<file path="config.mk">
export PLATFORM = sky130hd
export DESIGN_NAME = fetch_top
export DESIGN_NICKNAME = d
export VERILOG_FILES = /design/src/if_pkg.sv /design/src/fetch_top.sv /design/src/if_stage.sv /design/src/prefetch_unit.sv /design/src/if_stage_checker.sv /design/src/dummy_inserter.sv /design/src/compressed_decoder.sv
export SDC_FILE = /design/constraint.sdc
export NUM_CORES = 1
export LEC_CHECK = 0
export ABC_AREA = 1
export BUFFER_PORTS_ARGS = -buffer_cell sky130_fd_sc_hd__buf_2
export CAP_MARGIN = 5
export CELL_PAD_IN_SITES_DETAIL_PLACEMENT = 0
export CELL_PAD_IN_SITES_GLOBAL_PLACEMENT = 1
export CORE_MARGIN = 4
export CORE_UTILIZATION = 47
export CTS_CLUSTER_DIAMETER = 100
export DETAILED_ROUTE_END_ITERATION = 8
export PLACE_DENSITY = 0.79
export SYNTH_ARGS = -nofsm -noshare
export SYNTH_HDL_FRONTEND = slang
export SYNTH_SLANG_ARGS = --single-unit
</file>
<file path="constraint.sdc">
create_clock -name clk -period 6 [get_ports clk]
set_input_delay 0.6 -clock clk [delete_from_list [all_inputs] [get_ports clk]]
set_output_delay 0.6 -clock clk [all_outputs]
set_load 0.01 [all_outputs]
</file>
<file path="src/if_pkg.sv">
////////////////////////////////////////
// Only U and M privilege exist. Counter widths assume that
// PREFETCH_DEPTH is a power of two
////////////////////////////////////////
package if_pkg;

  // Prefetch buffer size, which also caps requests in flight plus words held
  localparam int PREFETCH_DEPTH = 4;
  // Credits the memory grants out of reset
  localparam int MEM_CREDITS    = 2;
  localparam int CNT_W          = $clog2(PREFETCH_DEPTH + 1);
  localparam int PTR_W          = $clog2(PREFETCH_DEPTH);

  typedef logic [31:0]      addr_t;
  typedef logic [31:0]      instr_t;
  typedef logic [7:0]       lfsr_t;
  typedef logic [CNT_W-1:0] cnt_t;
  typedef logic [PTR_W-1:0] ptr_t;

  // Major opcodes produced by the RVC expansion
  localparam logic [6:0] OPC_OP_IMM = 7'b0010011;
  localparam logic [6:0] OPC_OP     = 7'b0110011;

  // Fetch starts here after reset
  localparam addr_t  BOOT_ADDR   = 32'h0000_0000;
  // addi x0, x0, 0
  localparam instr_t DUMMY_INSTR = {12'h000, 5'd0, 3'b000, 5'd0, OPC_OP_IMM};
  // Low three bits nonzero so no dummy slot is due right out of reset
  localparam lfsr_t  LFSR_SEED   = 8'hA5;

  typedef enum logic [1:0] {
    PRIV_LVL_U = 2'b00,
    PRIV_LVL_M = 2'b11
  } priv_lvl_t;

  // Controller outputs that steer fetch
  typedef struct packed {
    logic      halt_if;
    logic      kill_if;
    logic      pc_set;
    addr_t     pc;
    priv_lvl_t priv_lvl;
    logic      dummy_en;
  } ctrl_fsm_t;

  // Memory request payload, the address is always word aligned
  typedef struct packed {
    addr_t addr;
  } fetch_req_t;

  // Fetch to decode pipeline register
  typedef struct packed {
    logic      instr_valid;
    instr_t    instr;
    addr_t     pc;
    priv_lvl_t priv_lvl;
    logic      compressed;
    logic      illegal_c;
    logic      dummy;
  } if_id_pipe_t;

endpackage
</file>
<file path="src/fetch_top.sv">
////////////////////////////////////////
// Controller signals arrive unregistered from outside
////////////////////////////////////////
`timescale 1ns/1ps

module fetch_top (
  input  logic                clk,
  input  logic                rst_n,
  input  if_pkg::ctrl_fsm_t   ctrl_fsm_i,
  input  logic                mem_credit_i,
  input  logic                mem_rsp_valid_i,
  input  if_pkg::instr_t      mem_rsp_rdata_i,
  input  logic                id_ready_i,
  output logic                mem_req_valid_o,
  output if_pkg::fetch_req_t  mem_req_o,
  output if_pkg::if_id_pipe_t if_id_pipe_o
);
  import if_pkg::*;

  // Prefetch FIFO head toward the aligner
  logic   word_valid;
  instr_t word;
  addr_t  word_addr;
  logic   pop;

  prefetch_unit prefetch_unit_inst (
    .clk             (clk),
    .rst_n           (rst_n),
    .kill_i          (ctrl_fsm_i.kill_if),
    .branch_addr_i   (ctrl_fsm_i.pc),
    .mem_credit_i    (mem_credit_i),
    .mem_rsp_valid_i (mem_rsp_valid_i),
    .mem_rsp_rdata_i (mem_rsp_rdata_i),
    .pop_i           (pop),
    .mem_req_valid_o (mem_req_valid_o),
    .mem_req_o       (mem_req_o),
    .word_valid_o    (word_valid),
    .word_o          (word),
    .word_addr_o     (word_addr)
  );

  if_stage if_stage_inst (
    .clk          (clk),
    .rst_n        (rst_n),
    .ctrl_fsm_i   (ctrl_fsm_i),
    .id_ready_i   (id_ready_i),
    .word_valid_i (word_valid),
    .word_i       (word),
    .word_addr_i  (word_addr),
    .pop_o        (pop),
    .if_id_pipe_o (if_id_pipe_o)
  );

endmodule

</file>
<file path="src/if_stage.sv">
////////////////////////////////////////
// Words come in word aligned and in order. A kill is expected
// with pc_set, or the old PC carries on
////////////////////////////////////////
`timescale 1ns/1ps

module if_stage (
  input  logic                clk,
  input  logic                rst_n,
  input  if_pkg::ctrl_fsm_t   ctrl_fsm_i,
  input  logic                id_ready_i,
  input  logic                word_valid_i,
  input  if_pkg::instr_t      word_i,
  input  if_pkg::addr_t       word_addr_i,
  output logic                pop_o,
  output if_pkg::if_id_pipe_t if_id_pipe_o
);
  import if_pkg::*;

  // Upper half of the last popped word, still to be used
  logic [15:0] residue_q;
  logic        residue_valid_q;
  // Address of the next instruction to assemble
  addr_t       pc_q;
  priv_lvl_t   priv_q;
  if_id_pipe_t out_q;
  logic        out_valid_q;

  logic        instr_avail;
  logic        consume_word;
  logic        residue_valid_d;
  instr_t      raw_instr;
  addr_t       instr_pc;
  instr_t      dec_instr;
  logic        dec_compressed;
  logic        dec_illegal;
  logic        transfer;
  logic        out_free;
  logic        if_ready;
  logic        load;
  logic        step;
  logic        advance;
  logic        dummy_insert;
  fetch_req_t  word_req;

  ////////////////////////////////////////
  // Halfword aligner
  ////////////////////////////////////////
  always_comb begin
    instr_avail     = 1'b0;
    consume_word    = 1'b0;
    residue_valid_d = residue_valid_q;
    raw_instr       = {16'h0000, residue_q};
    instr_pc        = pc_q;
    if (residue_valid_q) begin
      if (residue_q[1:0] != 2'b11) begin
        // Compressed instruction held entirely in the residue
        instr_avail     = 1'b1;
        residue_valid_d = 1'b0;
      end else if (word_valid_i) begin
        // Straddling instruction completes with the low half of this word
        instr_avail  = 1'b1;
        consume_word = 1'b1;
        raw_instr    = {word_i[15:0], residue_q};
      end
    end else if (word_valid_i) begin
      consume_word = 1'b1;
      instr_pc     = {word_addr_i[31:2], pc_q[1], 1'b0};
      if (pc_q[1]) begin
        // Halfword target, so the low half belongs to the old path
        if (word_i[17:16] != 2'b11) begin
          instr_avail = 1'b1;
          raw_instr   = {16'h0000, word_i[31:16]};
        end else begin
          residue_valid_d = 1'b1;
        end
      end else if (word_i[1:0] != 2'b11) begin
        instr_avail     = 1'b1;
        raw_instr       = {16'h0000, word_i[15:0]};
        residue_valid_d = 1'b1;
      end else begin
        instr_avail = 1'b1;
        raw_instr   = word_i;
      end
    end
  end

  compressed_decoder compressed_decoder_inst (
    .instr_i      (raw_instr),
    .instr_o      (dec_instr),
    .compressed_o (dec_compressed),
    .illegal_c_o  (dec_illegal)
  );

  ////////////////////////////////////////
  // Handshake toward decode
  ////////////////////////////////////////
  // Halt and kill hide whatever sits in the output register
  always_comb begin
    if_id_pipe_o             = out_q;
    if_id_pipe_o.instr_valid = out_valid_q && !ctrl_fsm_i.halt_if && !ctrl_fsm_i.kill_if;
  end

  assign transfer = if_id_pipe_o.instr_valid && id_ready_i;
  assign out_free = !out_valid_q || transfer;
  assign if_ready = ctrl_fsm_i.kill_if || (!ctrl_fsm_i.halt_if && out_free);
  assign load     = if_ready && !ctrl_fsm_i.kill_if;
  // A dummy slot fills the register but leaves the aligner alone
  assign step     = load && !dummy_insert;
  assign advance  = load && (dummy_insert || instr_avail);
  assign pop_o    = step && consume_word;

  dummy_inserter dummy_inserter_inst (
    .clk            (clk),
    .rst_n          (rst_n),
    .enable_i       (ctrl_fsm_i.dummy_en && load && instr_avail),
    .advance_i      (advance),
    .dummy_insert_o (dummy_insert)
  );

  always_ff @(posedge clk or negedge rst_n) begin
    if (!rst_n) begin
      residue_valid_q <= 1'b0;
      pc_q            <= BOOT_ADDR;
      priv_q          <= PRIV_LVL_M;
      out_valid_q     <= 1'b0;
    end else if (ctrl_fsm_i.kill_if) begin
      residue_valid_q <= 1'b0;
      out_valid_q     <= 1'b0;
      // The new path runs at the level given with the redirect
      priv_q          <= ctrl_fsm_i.priv_lvl;
      if (ctrl_fsm_i.pc_set) begin
        pc_q <= ctrl_fsm_i.pc;
      end
    end else begin
      if (load) begin
        out_valid_q <= advance;
      end
      if (step) begin
        residue_valid_q <= residue_valid_d;
        if (instr_avail) begin
          pc_q <= instr_pc + (dec_compressed ? 32'd2 : 32'd4);
        end else begin
          pc_q <= instr_pc;
        end
      end
    end
  end

  // Residue and output payload
  always_ff @(posedge clk) begin
    if (pop_o) begin
      residue_q <= word_i[31:16];
    end
    if (advance) begin
      out_q.instr_valid <= 1'b1;
      out_q.pc          <= instr_pc;
      out_q.priv_lvl    <= priv_q;
      out_q.instr       <= dummy_insert ? DUMMY_INSTR : dec_instr;
      out_q.compressed  <= dec_compressed && !dummy_insert;
      out_q.illegal_c   <= dec_illegal && !dummy_insert;
      out_q.dummy       <= dummy_insert;
    end
  end

  // The checker watches word addresses as they leave the prefetch FIFO
  assign word_req.addr = word_addr_i;

  if_stage_checker if_stage_checker_inst (
    .clk           (clk),
    .rst_n         (rst_n),
    .ctrl_fsm_i    (ctrl_fsm_i),
    .if_ready      (if_ready),
    .if_id_pipe_o  (if_id_pipe_o),
    .dummy_insert  (dummy_insert),
    .pop           (pop_o),
    .mem_req       (word_req),
    .mem_req_valid (word_valid_i)
  );

endmodule

</file>
<file path="src/prefetch_unit.sv">
////////////////////////////////////////
// The memory answers in order and never refuses a request.
// Credits come back one per pulse of mem_credit_i
////////////////////////////////////////
`timescale 1ns/1ps

module prefetch_unit (
  input  logic               clk,
  input  logic               rst_n,
  input  logic               kill_i,
  input  if_pkg::addr_t      branch_addr_i,
  input  logic               mem_credit_i,
  input  logic               mem_rsp_valid_i,
  input  if_pkg::instr_t     mem_rsp_rdata_i,
  input  logic               pop_i,
  output logic               mem_req_valid_o,
  output if_pkg::fetch_req_t mem_req_o,
  output logic               word_valid_o,
  output if_pkg::instr_t     word_o,
  output if_pkg::addr_t      word_addr_o
);
  import if_pkg::*;

  // Fetch only starts one cycle after reset is released
  logic   run_q;
  addr_t  req_addr_q;
  // Address of the next live response
  addr_t  rsp_addr_q;
  cnt_t   credits_q;
  // Live requests whose data will be kept
  cnt_t   outstanding_q;
  // Requests from a killed path whose data is thrown away
  cnt_t   drop_q;
  cnt_t   fifo_cnt_q;
  ptr_t   wr_ptr_q;
  ptr_t   rd_ptr_q;
  instr_t fifo_data_q [PREFETCH_DEPTH];
  addr_t  fifo_addr_q [PREFETCH_DEPTH];

  logic   rsp_live;
  logic   rsp_drop;
  logic   push;
  logic   pop;
  addr_t  branch_word;

  assign branch_word = {branch_addr_i[31:2], 2'b00};

  // A request needs a credit and a free FIFO slot not already promised to
  // another live request
  assign mem_req_valid_o = run_q && !kill_i && (credits_q != '0) &&
                           ((fifo_cnt_q + outstanding_q) < PREFETCH_DEPTH);
  assign mem_req_o.addr  = req_addr_q;

  // Old-path responses are drained before any live one can arrive
  assign rsp_drop = mem_rsp_valid_i && (drop_q != '0);
  assign rsp_live = mem_rsp_valid_i && (drop_q == '0);
  assign push     = rsp_live && !kill_i;
  assign pop      = pop_i && word_valid_o && !kill_i;

  assign word_valid_o = (fifo_cnt_q != '0);
  assign word_o       = fifo_data_q[rd_ptr_q];
  assign word_addr_o  = fifo_addr_q[rd_ptr_q];

  ////////////////////////////////////////
  // Counters and pointers
  ////////////////////////////////////////
  always_ff @(posedge clk or negedge rst_n) begin
    if (!rst_n) begin
      run_q         <= 1'b0;
      req_addr_q    <= BOOT_ADDR;
      rsp_addr_q    <= BOOT_ADDR;
      credits_q     <= cnt_t'(MEM_CREDITS);
      outstanding_q <= '0;
      drop_q        <= '0;
      fifo_cnt_q    <= '0;
      wr_ptr_q      <= '0;
      rd_ptr_q      <= '0;
    end else begin
      run_q     <= 1'b1;
      credits_q <= credits_q - cnt_t'(mem_req_valid_o) + cnt_t'(mem_credit_i);
      if (kill_i) begin
        req_addr_q    <= branch_word;
        rsp_addr_q    <= branch_word;
        // Everything still in flight now returns data for the dead path
        drop_q        <= drop_q + outstanding_q - cnt_t'(mem_rsp_valid_i);
        outstanding_q <= '0;
        fifo_cnt_q    <= '0;
        wr_ptr_q      <= '0;
        rd_ptr_q      <= '0;
      end else begin
        if (mem_req_valid_o) begin
          req_addr_q <= req_addr_q + 32'd4;
        end
        if (push) begin
          rsp_addr_q <= rsp_addr_q + 32'd4;
          wr_ptr_q   <= wr_ptr_q + ptr_t'(1);
        end
        if (pop) begin
          rd_ptr_q <= rd_ptr_q + ptr_t'(1);
        end
        outstanding_q <= outstanding_q + cnt_t'(mem_req_valid_o) - cnt_t'(rsp_live);
        drop_q        <= drop_q - cnt_t'(rsp_drop);
        fifo_cnt_q    <= fifo_cnt_q + cnt_t'(push) - cnt_t'(pop);
      end
    end
  end

  // Response storage, each word kept with its fetch address
  always_ff @(posedge clk) begin
    if (push) begin
      fifo_data_q[wr_ptr_q] <= mem_rsp_rdata_i;
      fifo_addr_q[wr_ptr_q] <= rsp_addr_q;
    end
  end

endmodule

</file>
<file path="src/if_stage_checker.sv">
////////////////////////////////////////
// Simulation only. Failures are reported with $error
////////////////////////////////////////
`timescale 1ns/1ps

module if_stage_checker (
  input logic                clk,
  input logic                rst_n,
  input if_pkg::ctrl_fsm_t   ctrl_fsm_i,
  input logic                if_ready,
  input if_pkg::if_id_pipe_t if_id_pipe_o,
  input logic                dummy_insert,
  input logic                pop,
  input if_pkg::fetch_req_t  mem_req,
  input logic                mem_req_valid
);
  import if_pkg::*;

  // Pending level change and the level it asked for
  logic      priv_change_q;
  priv_lvl_t new_priv_q;

  always_ff @(posedge clk or negedge rst_n) begin
    if (!rst_n) begin
      priv_change_q <= 1'b0;
      new_priv_q    <= PRIV_LVL_M;
    end else if (ctrl_fsm_i.kill_if && (ctrl_fsm_i.priv_lvl != new_priv_q)) begin
      priv_change_q <= 1'b1;
      new_priv_q    <= ctrl_fsm_i.priv_lvl;
    end else if (if_id_pipe_o.instr_valid) begin
      priv_change_q <= 1'b0;
    end
  end

  // Fetch addresses reaching the aligner are word aligned
  a_req_aligned :
    assert property (@(posedge clk) disable iff (!rst_n)
                     mem_req_valid |-> (mem_req.addr[1:0] == 2'b00))
      else $error("Fetch address not word aligned");

  a_halt :
    assert property (@(posedge clk) disable iff (!rst_n)
                     (ctrl_fsm_i.halt_if && !ctrl_fsm_i.kill_if)
                     |-> (!if_ready && !if_id_pipe_o.instr_valid))
      else $error("Halt must give not ready and not valid");

  a_kill :
    assert property (@(posedge clk) disable iff (!rst_n)
                     ctrl_fsm_i.kill_if |-> (if_ready && !if_id_pipe_o.instr_valid))
      else $error("Kill must give ready and not valid");

  // The dummy slot must leave the prefetch FIFO untouched
  a_no_pop_on_dummy :
    assert property (@(posedge clk) disable iff (!rst_n)
                     dummy_insert |-> !pop)
      else $error("Prefetch FIFO popped during a dummy slot");

  a_no_back_to_back_dummy :
    assert property (@(posedge clk) disable iff (!rst_n)
                     dummy_insert |-> !$past(dummy_insert))
      else $error("Two dummy slots in a row");

  // First instruction after a level change runs at the new level
  a_priv_lvl_change :
    assert property (@(posedge clk) disable iff (!rst_n)
                     (priv_change_q && if_id_pipe_o.instr_valid)
                     |-> (if_id_pipe_o.priv_lvl == new_priv_q))
      else $error("Wrong privilege level sent to decode");

endmodule

</file>
<file path="src/dummy_inserter.sv">
////////////////////////////////////////
// Slot timing is pseudo random, not a security grade source
////////////////////////////////////////
`timescale 1ns/1ps

module dummy_inserter (
  input  logic clk,
  input  logic rst_n,
  input  logic enable_i,
  input  logic advance_i,
  output logic dummy_insert_o
);
  import if_pkg::*;

  lfsr_t lfsr_q;
  // Set while the latest loaded slot was a dummy
  logic  last_dummy_q;
  logic  feedback;

  // Taps of x^8 + x^6 + x^5 + x^4 + 1, a maximal length polynomial
  assign feedback = lfsr_q[7] ^ lfsr_q[5] ^ lfsr_q[4] ^ lfsr_q[3];

  // Roughly one slot in eight, never two in a row
  assign dummy_insert_o = enable_i && (lfsr_q[2:0] == 3'b000) && !last_dummy_q;

  always_ff @(posedge clk or negedge rst_n) begin
    if (!rst_n) begin
      lfsr_q       <= LFSR_SEED;
      last_dummy_q <= 1'b0;
    end else if (advance_i) begin
      lfsr_q       <= {lfsr_q[6:0], feedback};
      last_dummy_q <= dummy_insert_o;
    end
  end

endmodule

</file>
<file path="src/compressed_decoder.sv">
////////////////////////////////////////
// Expands c.li, c.addi, c.mv and c.add only. Every other RVC
// form passes through raw with illegal_c_o set
////////////////////////////////////////
`timescale 1ns/1ps

module compressed_decoder (
  input  if_pkg::instr_t instr_i,
  output if_pkg::instr_t instr_o,
  output logic           compressed_o,
  output logic           illegal_c_o
);
  import if_pkg::*;

  logic [4:0]  rd;
  logic [4:0]  rs2;
  logic [11:0] imm;

  // CI and CR fields share these bit positions
  assign rd  = instr_i[11:7];
  assign rs2 = instr_i[6:2];
  // Sign-extended 6-bit CI immediate
  assign imm = {{6{instr_i[12]}}, instr_i[12], instr_i[6:2]};

  // Quadrants 0 to 2 are compressed, quadrant 3 is a full word
  assign compressed_o = (instr_i[1:0] != 2'b11);

  always_comb begin
    instr_o     = instr_i;
    illegal_c_o = 1'b0;
    if (compressed_o) begin
      // Assume unsupported until one of the known forms matches
      illegal_c_o = 1'b1;
      case ({instr_i[1:0], instr_i[15:13]})
        // c.addi becomes addi rd, rd, imm
        5'b01_000: begin
          instr_o     = {imm, rd, 3'b000, rd, OPC_OP_IMM};
          illegal_c_o = 1'b0;
        end
        // c.li becomes addi rd, x0, imm
        5'b01_010: begin
          instr_o     = {imm, 5'd0, 3'b000, rd, OPC_OP_IMM};
          illegal_c_o = 1'b0;
        end
        // With rs2 zero this is c.jr, c.jalr or c.ebreak, none supported
        5'b10_100: begin
          if (rs2 != 5'd0) begin
            if (instr_i[12]) begin
              // c.add becomes add rd, rd, rs2
              instr_o = {7'b0000000, rs2, rd, 3'b000, rd, OPC_OP};
            end else begin
              // c.mv becomes add rd, x0, rs2
              instr_o = {7'b0000000, rs2, 5'd0, 3'b000, rd, OPC_OP};
            end
            illegal_c_o = 1'b0;
          end
        end
        default: begin
          illegal_c_o = 1'b1;
        end
      endcase
    end
  end

endmodule

</file>
== Yosys cells after proc, flatten, opt, wreduce, memory -nomap -nowiden ==
Memory sizes are Yosys's and may differ from the RTL's.
Index checks and enable logic that the tools add are counted.

* Flip-flop bits (word level): 211
* Bits in writable memories: 256
* Input port bits: 75
* Word-level logic and storage cells: 146
* Memories kept: 2
* Output and inout port bits: 103

* Order comparisons: 1
* Muxes and demuxes: 52
* Equality and inequality tests: 8
* Reductions and logical operators: 43
* $add $sub $neg: 15
* Bitwise logic cells: 3

{| class="wikitable"
|+ Memory list
! name !! depth !! bits a word !! read ports !! clocked after memory_dff !! wr ports !! RTL line !! source
|-
| prefetch_unit_inst.fifo_addr_q || 4 || 32 || 1 || 0 || 1 || prefetch_unit.sv:38 || <nowiki>addr_t fifo_addr_q [PREFETCH_DEPTH];</nowiki>
|-
| prefetch_unit_inst.fifo_data_q || 4 || 32 || 1 || 0 || 1 || prefetch_unit.sv:37 || <nowiki>instr_t fifo_data_q [PREFETCH_DEPTH];</nowiki>
|}

{| class="wikitable"
|+ Operators by type and width
! cell !! count
|-
| 32-bit two-way mux || 18
|-
| 32-bit one-hot mux with 3 select lines || 1
|-
| 32-bit by 3-bit adder with 32-bit output, second input constant || 2
|-
| 32-bit adder || 1
|-
| 32-bit by 3-bit less-than comparator with 1-bit output, second input constant || 1
|-
| 1-bit logical AND || 22
|-
| 1-bit two-way mux || 22
|-
| 20-bit two-way mux || 1
|-
| 16-bit two-way mux || 1
|-
| 3-bit by 1-bit subtractor with 3-bit output || 5
|-
| 3-bit two-way mux || 4
|-
| 5-bit by 4-bit == test with 1-bit output, second input constant || 2
|-
| 2-bit inequality test, second input constant || 5
|-
| 2-bit nonzero test || 5
|-
| 3-bit by 1-bit adder with 3-bit output || 3
|-
| 3-bit nonzero test || 3
|-
| 2-bit two-way mux || 4
|-
| 3-bit logical NOT || 2
|-
| 5-bit == test, second input constant || 1
|-
| 1-bit logical NOT || 5
|-
| 5-bit nonzero test || 1
|-
| 2-bit by 1-bit adder with 2-bit output, second input constant || 2
|-
| 3-bit by 3-bit adder with 4-bit output || 1
|-
| 3-bit adder || 1
|-
| other kinds (5) || 9
|}

== Longest topological paths before layout ==
* Word-level depth: 19
* Depth in mapped cells: 24
* Mapped depth without buffers: 23

== By module ==
A second synthesis with hierarchy kept.

* Cells, all modules: 2401
* Area, all modules: 22243.8 um^2

{| class="wikitable"
|+ Modules (own cells, without submodules)
! module !! instances !! cells an instance !! area an instance (um^2) !! sequential area each (um^2)
|-
| prefetch_unit || 1 || 1355 || 14321.2 || 9375.2
|-
| if_stage || 1 || 872 || 6915.4 || 3455.8
|-
| compressed_decoder || 1 || 119 || 583.1 || 0.0
|-
| dummy_inserter || 1 || 55 || 424.2 || 230.2
|}

== Worst setup path after synthesis ==
OpenSTA, ideal clock, no wires.

* Kind: input-to-reg
* Start point: in mem_rsp_valid_i
* End point: mem prefetch_unit_inst.fifo_addr_q[0][10] (netlist bit), enable pin
* Slack: 1.512 ns
* Library setup time: 0.482 ns
* Stages on the path: 6
* Data required time: 5.518 ns
* Arrival: 4.005 ns
* Path buffers: 0
* Cells stage by stage: inv_1 -> nor4_2 -> inv_1 -> nor2_1 -> inv_1 -> nor2_1

* Cells in the longest elaborated chain, start to end: 4

{| class="wikitable"
|+ Ends and longest elaborated chain
! item !! RTL line !! source
|-
| start, declared || fetch_top.sv:11 || <nowiki>input logic mem_rsp_valid_i,</nowiki>
|-
| 1-bit logical AND || prefetch_unit.sv:56 || <nowiki>assign rsp_live = mem_rsp_valid_i && (drop_q == '0);</nowiki>
|-
| 1-bit logical AND || prefetch_unit.sv:57 || <nowiki>assign push = rsp_live && !kill_i;</nowiki>
|-
| 1-bit two-way mux || prefetch_unit.sv:110 || <nowiki>if (push) begin</nowiki>
|-
| 1-bit two-way mux (implied by the code) || prefetch_unit.sv:112 || <nowiki>fifo_addr_q[wr_ptr_q] <= rsp_addr_q;</nowiki>
|-
| end, declared || prefetch_unit.sv:38 ||
|}

Every way passes these cells.

== Worst setup path in the final report ==
* Start point: reg prefetch_unit_inst.fifo_cnt_q[1]
* End point: reg if_stage_inst.pc_q[15]

* Cells in the longest elaborated chain, start to end: 11
* Elaborated cells on any way between the ends: 22
* Classes of those cells: add/sub: 1; eq/ne: 1; mux: 12; reduce/logical: 8

{| class="wikitable"
|+ Ends and longest elaborated chain
! item !! RTL line !! source
|-
| start, declared || prefetch_unit.sv:34 || <nowiki>cnt_t fifo_cnt_q;</nowiki>
|-
| start signal, assigned || prefetch_unit.sv:103 || <nowiki>fifo_cnt_q <= fifo_cnt_q + cnt_t'(push) - cnt_t'(pop);</nowiki>
|-
| 3-bit nonzero test (*) || prefetch_unit.sv:60 || <nowiki>assign word_valid_o = (fifo_cnt_q != '0);</nowiki>
|-
| parallel branches: the longest is 10 deep, another holds 32-bit adder || -- ||
|-
| end signal, assigned || if_stage.sv:133 || <nowiki>pc_q <= ctrl_fsm_i.pc;</nowiki>
|-
| end signal, assigned || if_stage.sv:142 || <nowiki>pc_q <= instr_pc + (dec_compressed ? 32'd2 : 32'd4);</nowiki>
|-
| end signal, assigned || if_stage.sv:144 || <nowiki>pc_q <= instr_pc;</nowiki>
|-
| end, declared || if_stage.sv:24 || <nowiki>addr_t pc_q;</nowiki>
|}

Mark *: on every way between the ends. The select of a mux whose other input is x is not followed.
A chain may end at the register's enable or synchronous reset.

==> impl_metrics.py <==
metrics = {
    "sta": {
        "finalSetupViolations": 0,
        "setup_tns_ns": 0,
        "hold_viol_final": 0,
        "fin_crit_ns": 4.28,
        "clock_skew_ns": 0.0289,
        "fmaxAchievable_ghz": 0.233,
        "maxSlewHeadroom_pct": 37.4,
        "rsz0062_at_grt": "false",
        "setup_ws_ns": 1.72,
        "period_share_pct": 71.4,
        "worstMarginPinSlew_ns": 0.937,
        "drv_slew": 0,
    },
    "clocking": {
        "root_buffer": "clkbuf_16",
        "clk_latency_ns": 0.60,
        "cts_tree": "done",
        "postCtsHoldBufs": 0,
        "post_cts_buffers": 0,
        "cts.path.max_buffers": 3,
        "cts_resized": 0,
        "cts_num_sinks": 455,
        "clk_pin_slew_ns": 0.07,
        "htreeDepth": 2,
        "cts_made_buffers": 48,
    },
    "synthesis": {
        "yosys_warnings": 0,
        "synthArstFlopShare_pct": 26.8,
        "ys_seq_area_share_pct": 60.7,
        "syn_area_um2": 21500,
        "synth_seq_cells": 455,
        "synth_edf_count": 333,
        "yosysUniqueCellTypes": 60,
        "synth_cells": 2158,
        "avgSynthCellArea_um2": 9.97,
        "synth_ff_type": "edfxtp_1",
    },
    "setup_path": {
        "cp-end-kind": "flop",
        "required_ns": 6.48,
        "critPathMaxStageDelay_ns": 0.50,
        "crit_path_max_fanout": 25,
        "startpoint_type": "flop",
        "crit_family": "simple AND/OR/NAND/NOR gates",
        "cp_slowest_cell": "nand2_2",
        "worstSetupPathType": "flop to flop",
        "critPathArrivalTime_ns": 4.77,
        "path_cells": "nor2_1 -> nand2_2 -> nand2_2 -> nor2_2 -> inv_1 -> o21ai_1 -> nor2_1 -> inv_2 -> nand2_1 -> ha_1 -> inv_1 -> fa_1 -> inv_1 -> nand3_1 -> nor2_4 -> nand3_4 -> nor2_4 -> nand2_1 -> nand3_1 -> nand2_1 -> nand2_1 -> nand2_1",
        "path_buf_inv": 4,
        "cpMostUsedCell": "nand2_1",
    },
    "finish": {
        "antenna-diode-count": 0,
        "synthToLayoutAreaGrowth_pct": 14.7,
        "fill_cells": 4019,
        "drive_gt1_share_pct": 16.2,
        "layout.nets": 2426,
    },
    "floorplan": {
        "rows": 78,
        "start_util_pct": 47.5,
        "die-width_um": 222,
        "core_um2": 45300,
        "die_area_um2": 49200,
        "io_pins": 178,
        "die_h_um": 222,
    },
    "place": {
        "dp_hpwl_um": 42400,
        "dp_slack_ns": 1.69,
        "gp_congestion": 0.892,
        "portBuffers": 175,
    },
    "global_routing": {
        "grt_pass1_wl_um": 94100,
        "grt_use_total_pct": 24.6,
        "grt_pass1_vias": 16000,
        "antenna_found_initial": 0,
        "overflow": 0,
        "grt_start_max_net_pins": 77,
    },
    "power_and_ir_drop": {
        "p_per_area_nw_per_um2": 457,
        "total_power_mw": 11.3,
        "peakVddDrop_mv": 0.305,
        "p_leak_nw": 10.1,
    },
    "routing": {
        "drt_iter0_drc": 1384,
        "wl_per_cell_um": 20.8,
        "drc": 0,
        "drt-pass1-iter-count": 6,
        "met1_length_um": 25600,
        "wl_met2_um": 29500,
        "route.met3.wl_um": 4030,
        "maxUsedRoutingLayer": "met4",
        "drtAntennaViolNets": 0,
        "via_per_inst": 5.46,
        "vias": 16200,
        "wl_um": 61700,
    },
    "flow_run": {
        "max-cap-violations": 0,
    },
    "min_path": {
        "min_path_type": "input port to asynchronous set/reset pin",
    },
    "outcome": {
        "status": "finished, final reports clean",
    },
}
[area by class of cell]
type | instances | area (µm²) | share of cell area (%)
inverter | 244 | 922 | 3.74
multi-input combinational | 1376 | 7090 | 28.7
clock buffer | 60 | 1330 | 5.39
tap | 600 | 751 | 3.04
clock inverter | 30 | 443 | 1.80
timing repair buffer | 200 | 1070 | 4.32
sequential | 455 | 13100 | 53.0
[layout by cell type, fill, tap and decap left out, types with 25 or more instances in the layout]
master / netlist / routed
a21oi_1: 69 / 69
a31oi_1: 30 / 30
buf_2: 33 / 174
buf_4: 12 / 26
clkbuf_16: 0 / 50
dfrtp_1: 115 / 113
edfxtp_1: 333 / 333
inv_1: 232 / 231
nand2_1: 459 / 459
nand3_1: 158 / 158
nor2_1: 234 / 230
nor3_1: 25 / 25
o211ai_1: 30 / 30
o21ai_0: 106 / 106
o21ai_1: 27 / 27
xor2_1: 26 / 26
[Yosys cell counts (26+ instances only)]
master | count | area share [%]
a21oi_1 | 69 | 1.6
a31oi_1 | 30 | 0.87
dfrtp_1 | 115 | 13
o211ai_1 | 30 | 1.0
nand3_1 | 158 | 3.7
nor2_1 | 234 | 4.1
o21ai_0 | 106 | 2.5
edfxtp_1 | 333 | 46
inv_1 | 232 | 4.0
nand2_1 | 459 | 8.0
xor2_1 | 26 | 1.1
buf_2 | 33 | 0.77
o21ai_1 | 27 | 0.63
[worst reg2reg max path, cell delays in order, from the launching register on]
cell and delay, ns:
dfrtp_1 0.44, nor2_1 0.30, nand2_2 0.17, nand2_2 0.50, nor2_2 0.25, inv_1 0.19
o21ai_1 0.08, nor2_1 0.30, inv_2 0.06, nand2_1 0.21, ha_1 0.23, inv_1 0.06
fa_1 0.36, inv_1 0.19, nand3_1 0.16, nor2_4 0.12, nand3_4 0.10, nor2_4 0.13
nand2_1 0.06, nand3_1 0.07, nand2_1 0.06, nand2_1 0.07, nand2_1 0.07
[registers in the layout (all words and copies together) (netlist names)]
register and flops:
if_stage_inst.dummy_inserter_inst.last_dummy_q 1, if_stage_inst.dummy_inserter_inst.lfsr_q 8, if_stage_inst.if_id_pipe_o 69, if_stage_inst.out_valid_q 1, if_stage_inst.pc_q 32, if_stage_inst.priv_q 2, if_stage_inst.residue_q 16, if_stage_inst.residue_valid_q 1
prefetch_unit_inst.credits_q 3, prefetch_unit_inst.drop_q 3, prefetch_unit_inst.fifo_addr_q 120, prefetch_unit_inst.fifo_cnt_q 3, prefetch_unit_inst.fifo_data_q 128, prefetch_unit_inst.mem_req_o 30, prefetch_unit_inst.outstanding_q 3, prefetch_unit_inst.rd_ptr_q 2
prefetch_unit_inst.rsp_addr_q 30, prefetch_unit_inst.run_q 1, prefetch_unit_inst.wr_ptr_q 2
[where the power goes]
group | total (mW) | internal [mW] | leakage, nW | switching [mW]
Combinational | 3.55 | 1.04 | 4.78 | 2.52
Sequential | 4.40 | 3.99 | 4.47 | 0.417
Clock | 3.31 | 2.05 | 0.866 | 1.27
[stage by stage]
stage	instances	hold slack, ns	utilization [%]	area, µm²
after CTS	2965	0.121	54.5	24700
after detailed placement	2875	0.460	50.6	22900
after floorplan	2159	0.304	-	21500
after global routing	2965	0.161	54.5	24700
final	2965	0.107	54.5	24700
after global placement	2875	0.451	50.6	22900
[logic make-up after synthesis]
group                      count (synthesis)  share of synthesized area [%]
and+or+nand+nor                          977                           20.1
DFF                                      455                           60.7
AOI/OAI and AO/OA                        331                           9.30
buffers and inverters                    328                           6.50
xor gates and xnor gates                  38                           1.55
adders and majority gates                 26                           1.69
other                                      2                         0.0349
muxes                                      1                         0.0465
[final timing paths]
path,from,to,slack (ns),depth (start not counted)
min,rst_n,prefetch_unit_inst.mem_req_o[28],0.11,1
min reg2reg,if_stage_inst.priv_q[0],if_stage_inst.priv_q[0],0.47,2
min in group clk,ctrl_fsm_i[1],if_stage_inst.priv_q[0],0.21,3
max in group asynchronous,rst_n,prefetch_unit_inst.rsp_addr_q[16],4.48,2
max reg2reg,prefetch_unit_inst.fifo_cnt_q[1],if_stage_inst.pc_q[15],1.72,22
max,prefetch_unit_inst.fifo_cnt_q[1],if_stage_inst.pc_q[15],1.72,22
[metal layers]
metal | up-vias | track usage, %
met2 | 562 | 41.0
met4 | 0 | 9.32
met5 | - | 0
met3 | 121 | 4.77
met1 | 7824 | 32.2
li1 | 7673 | -
No activity file was read; power rests on OpenSTA's default activity.
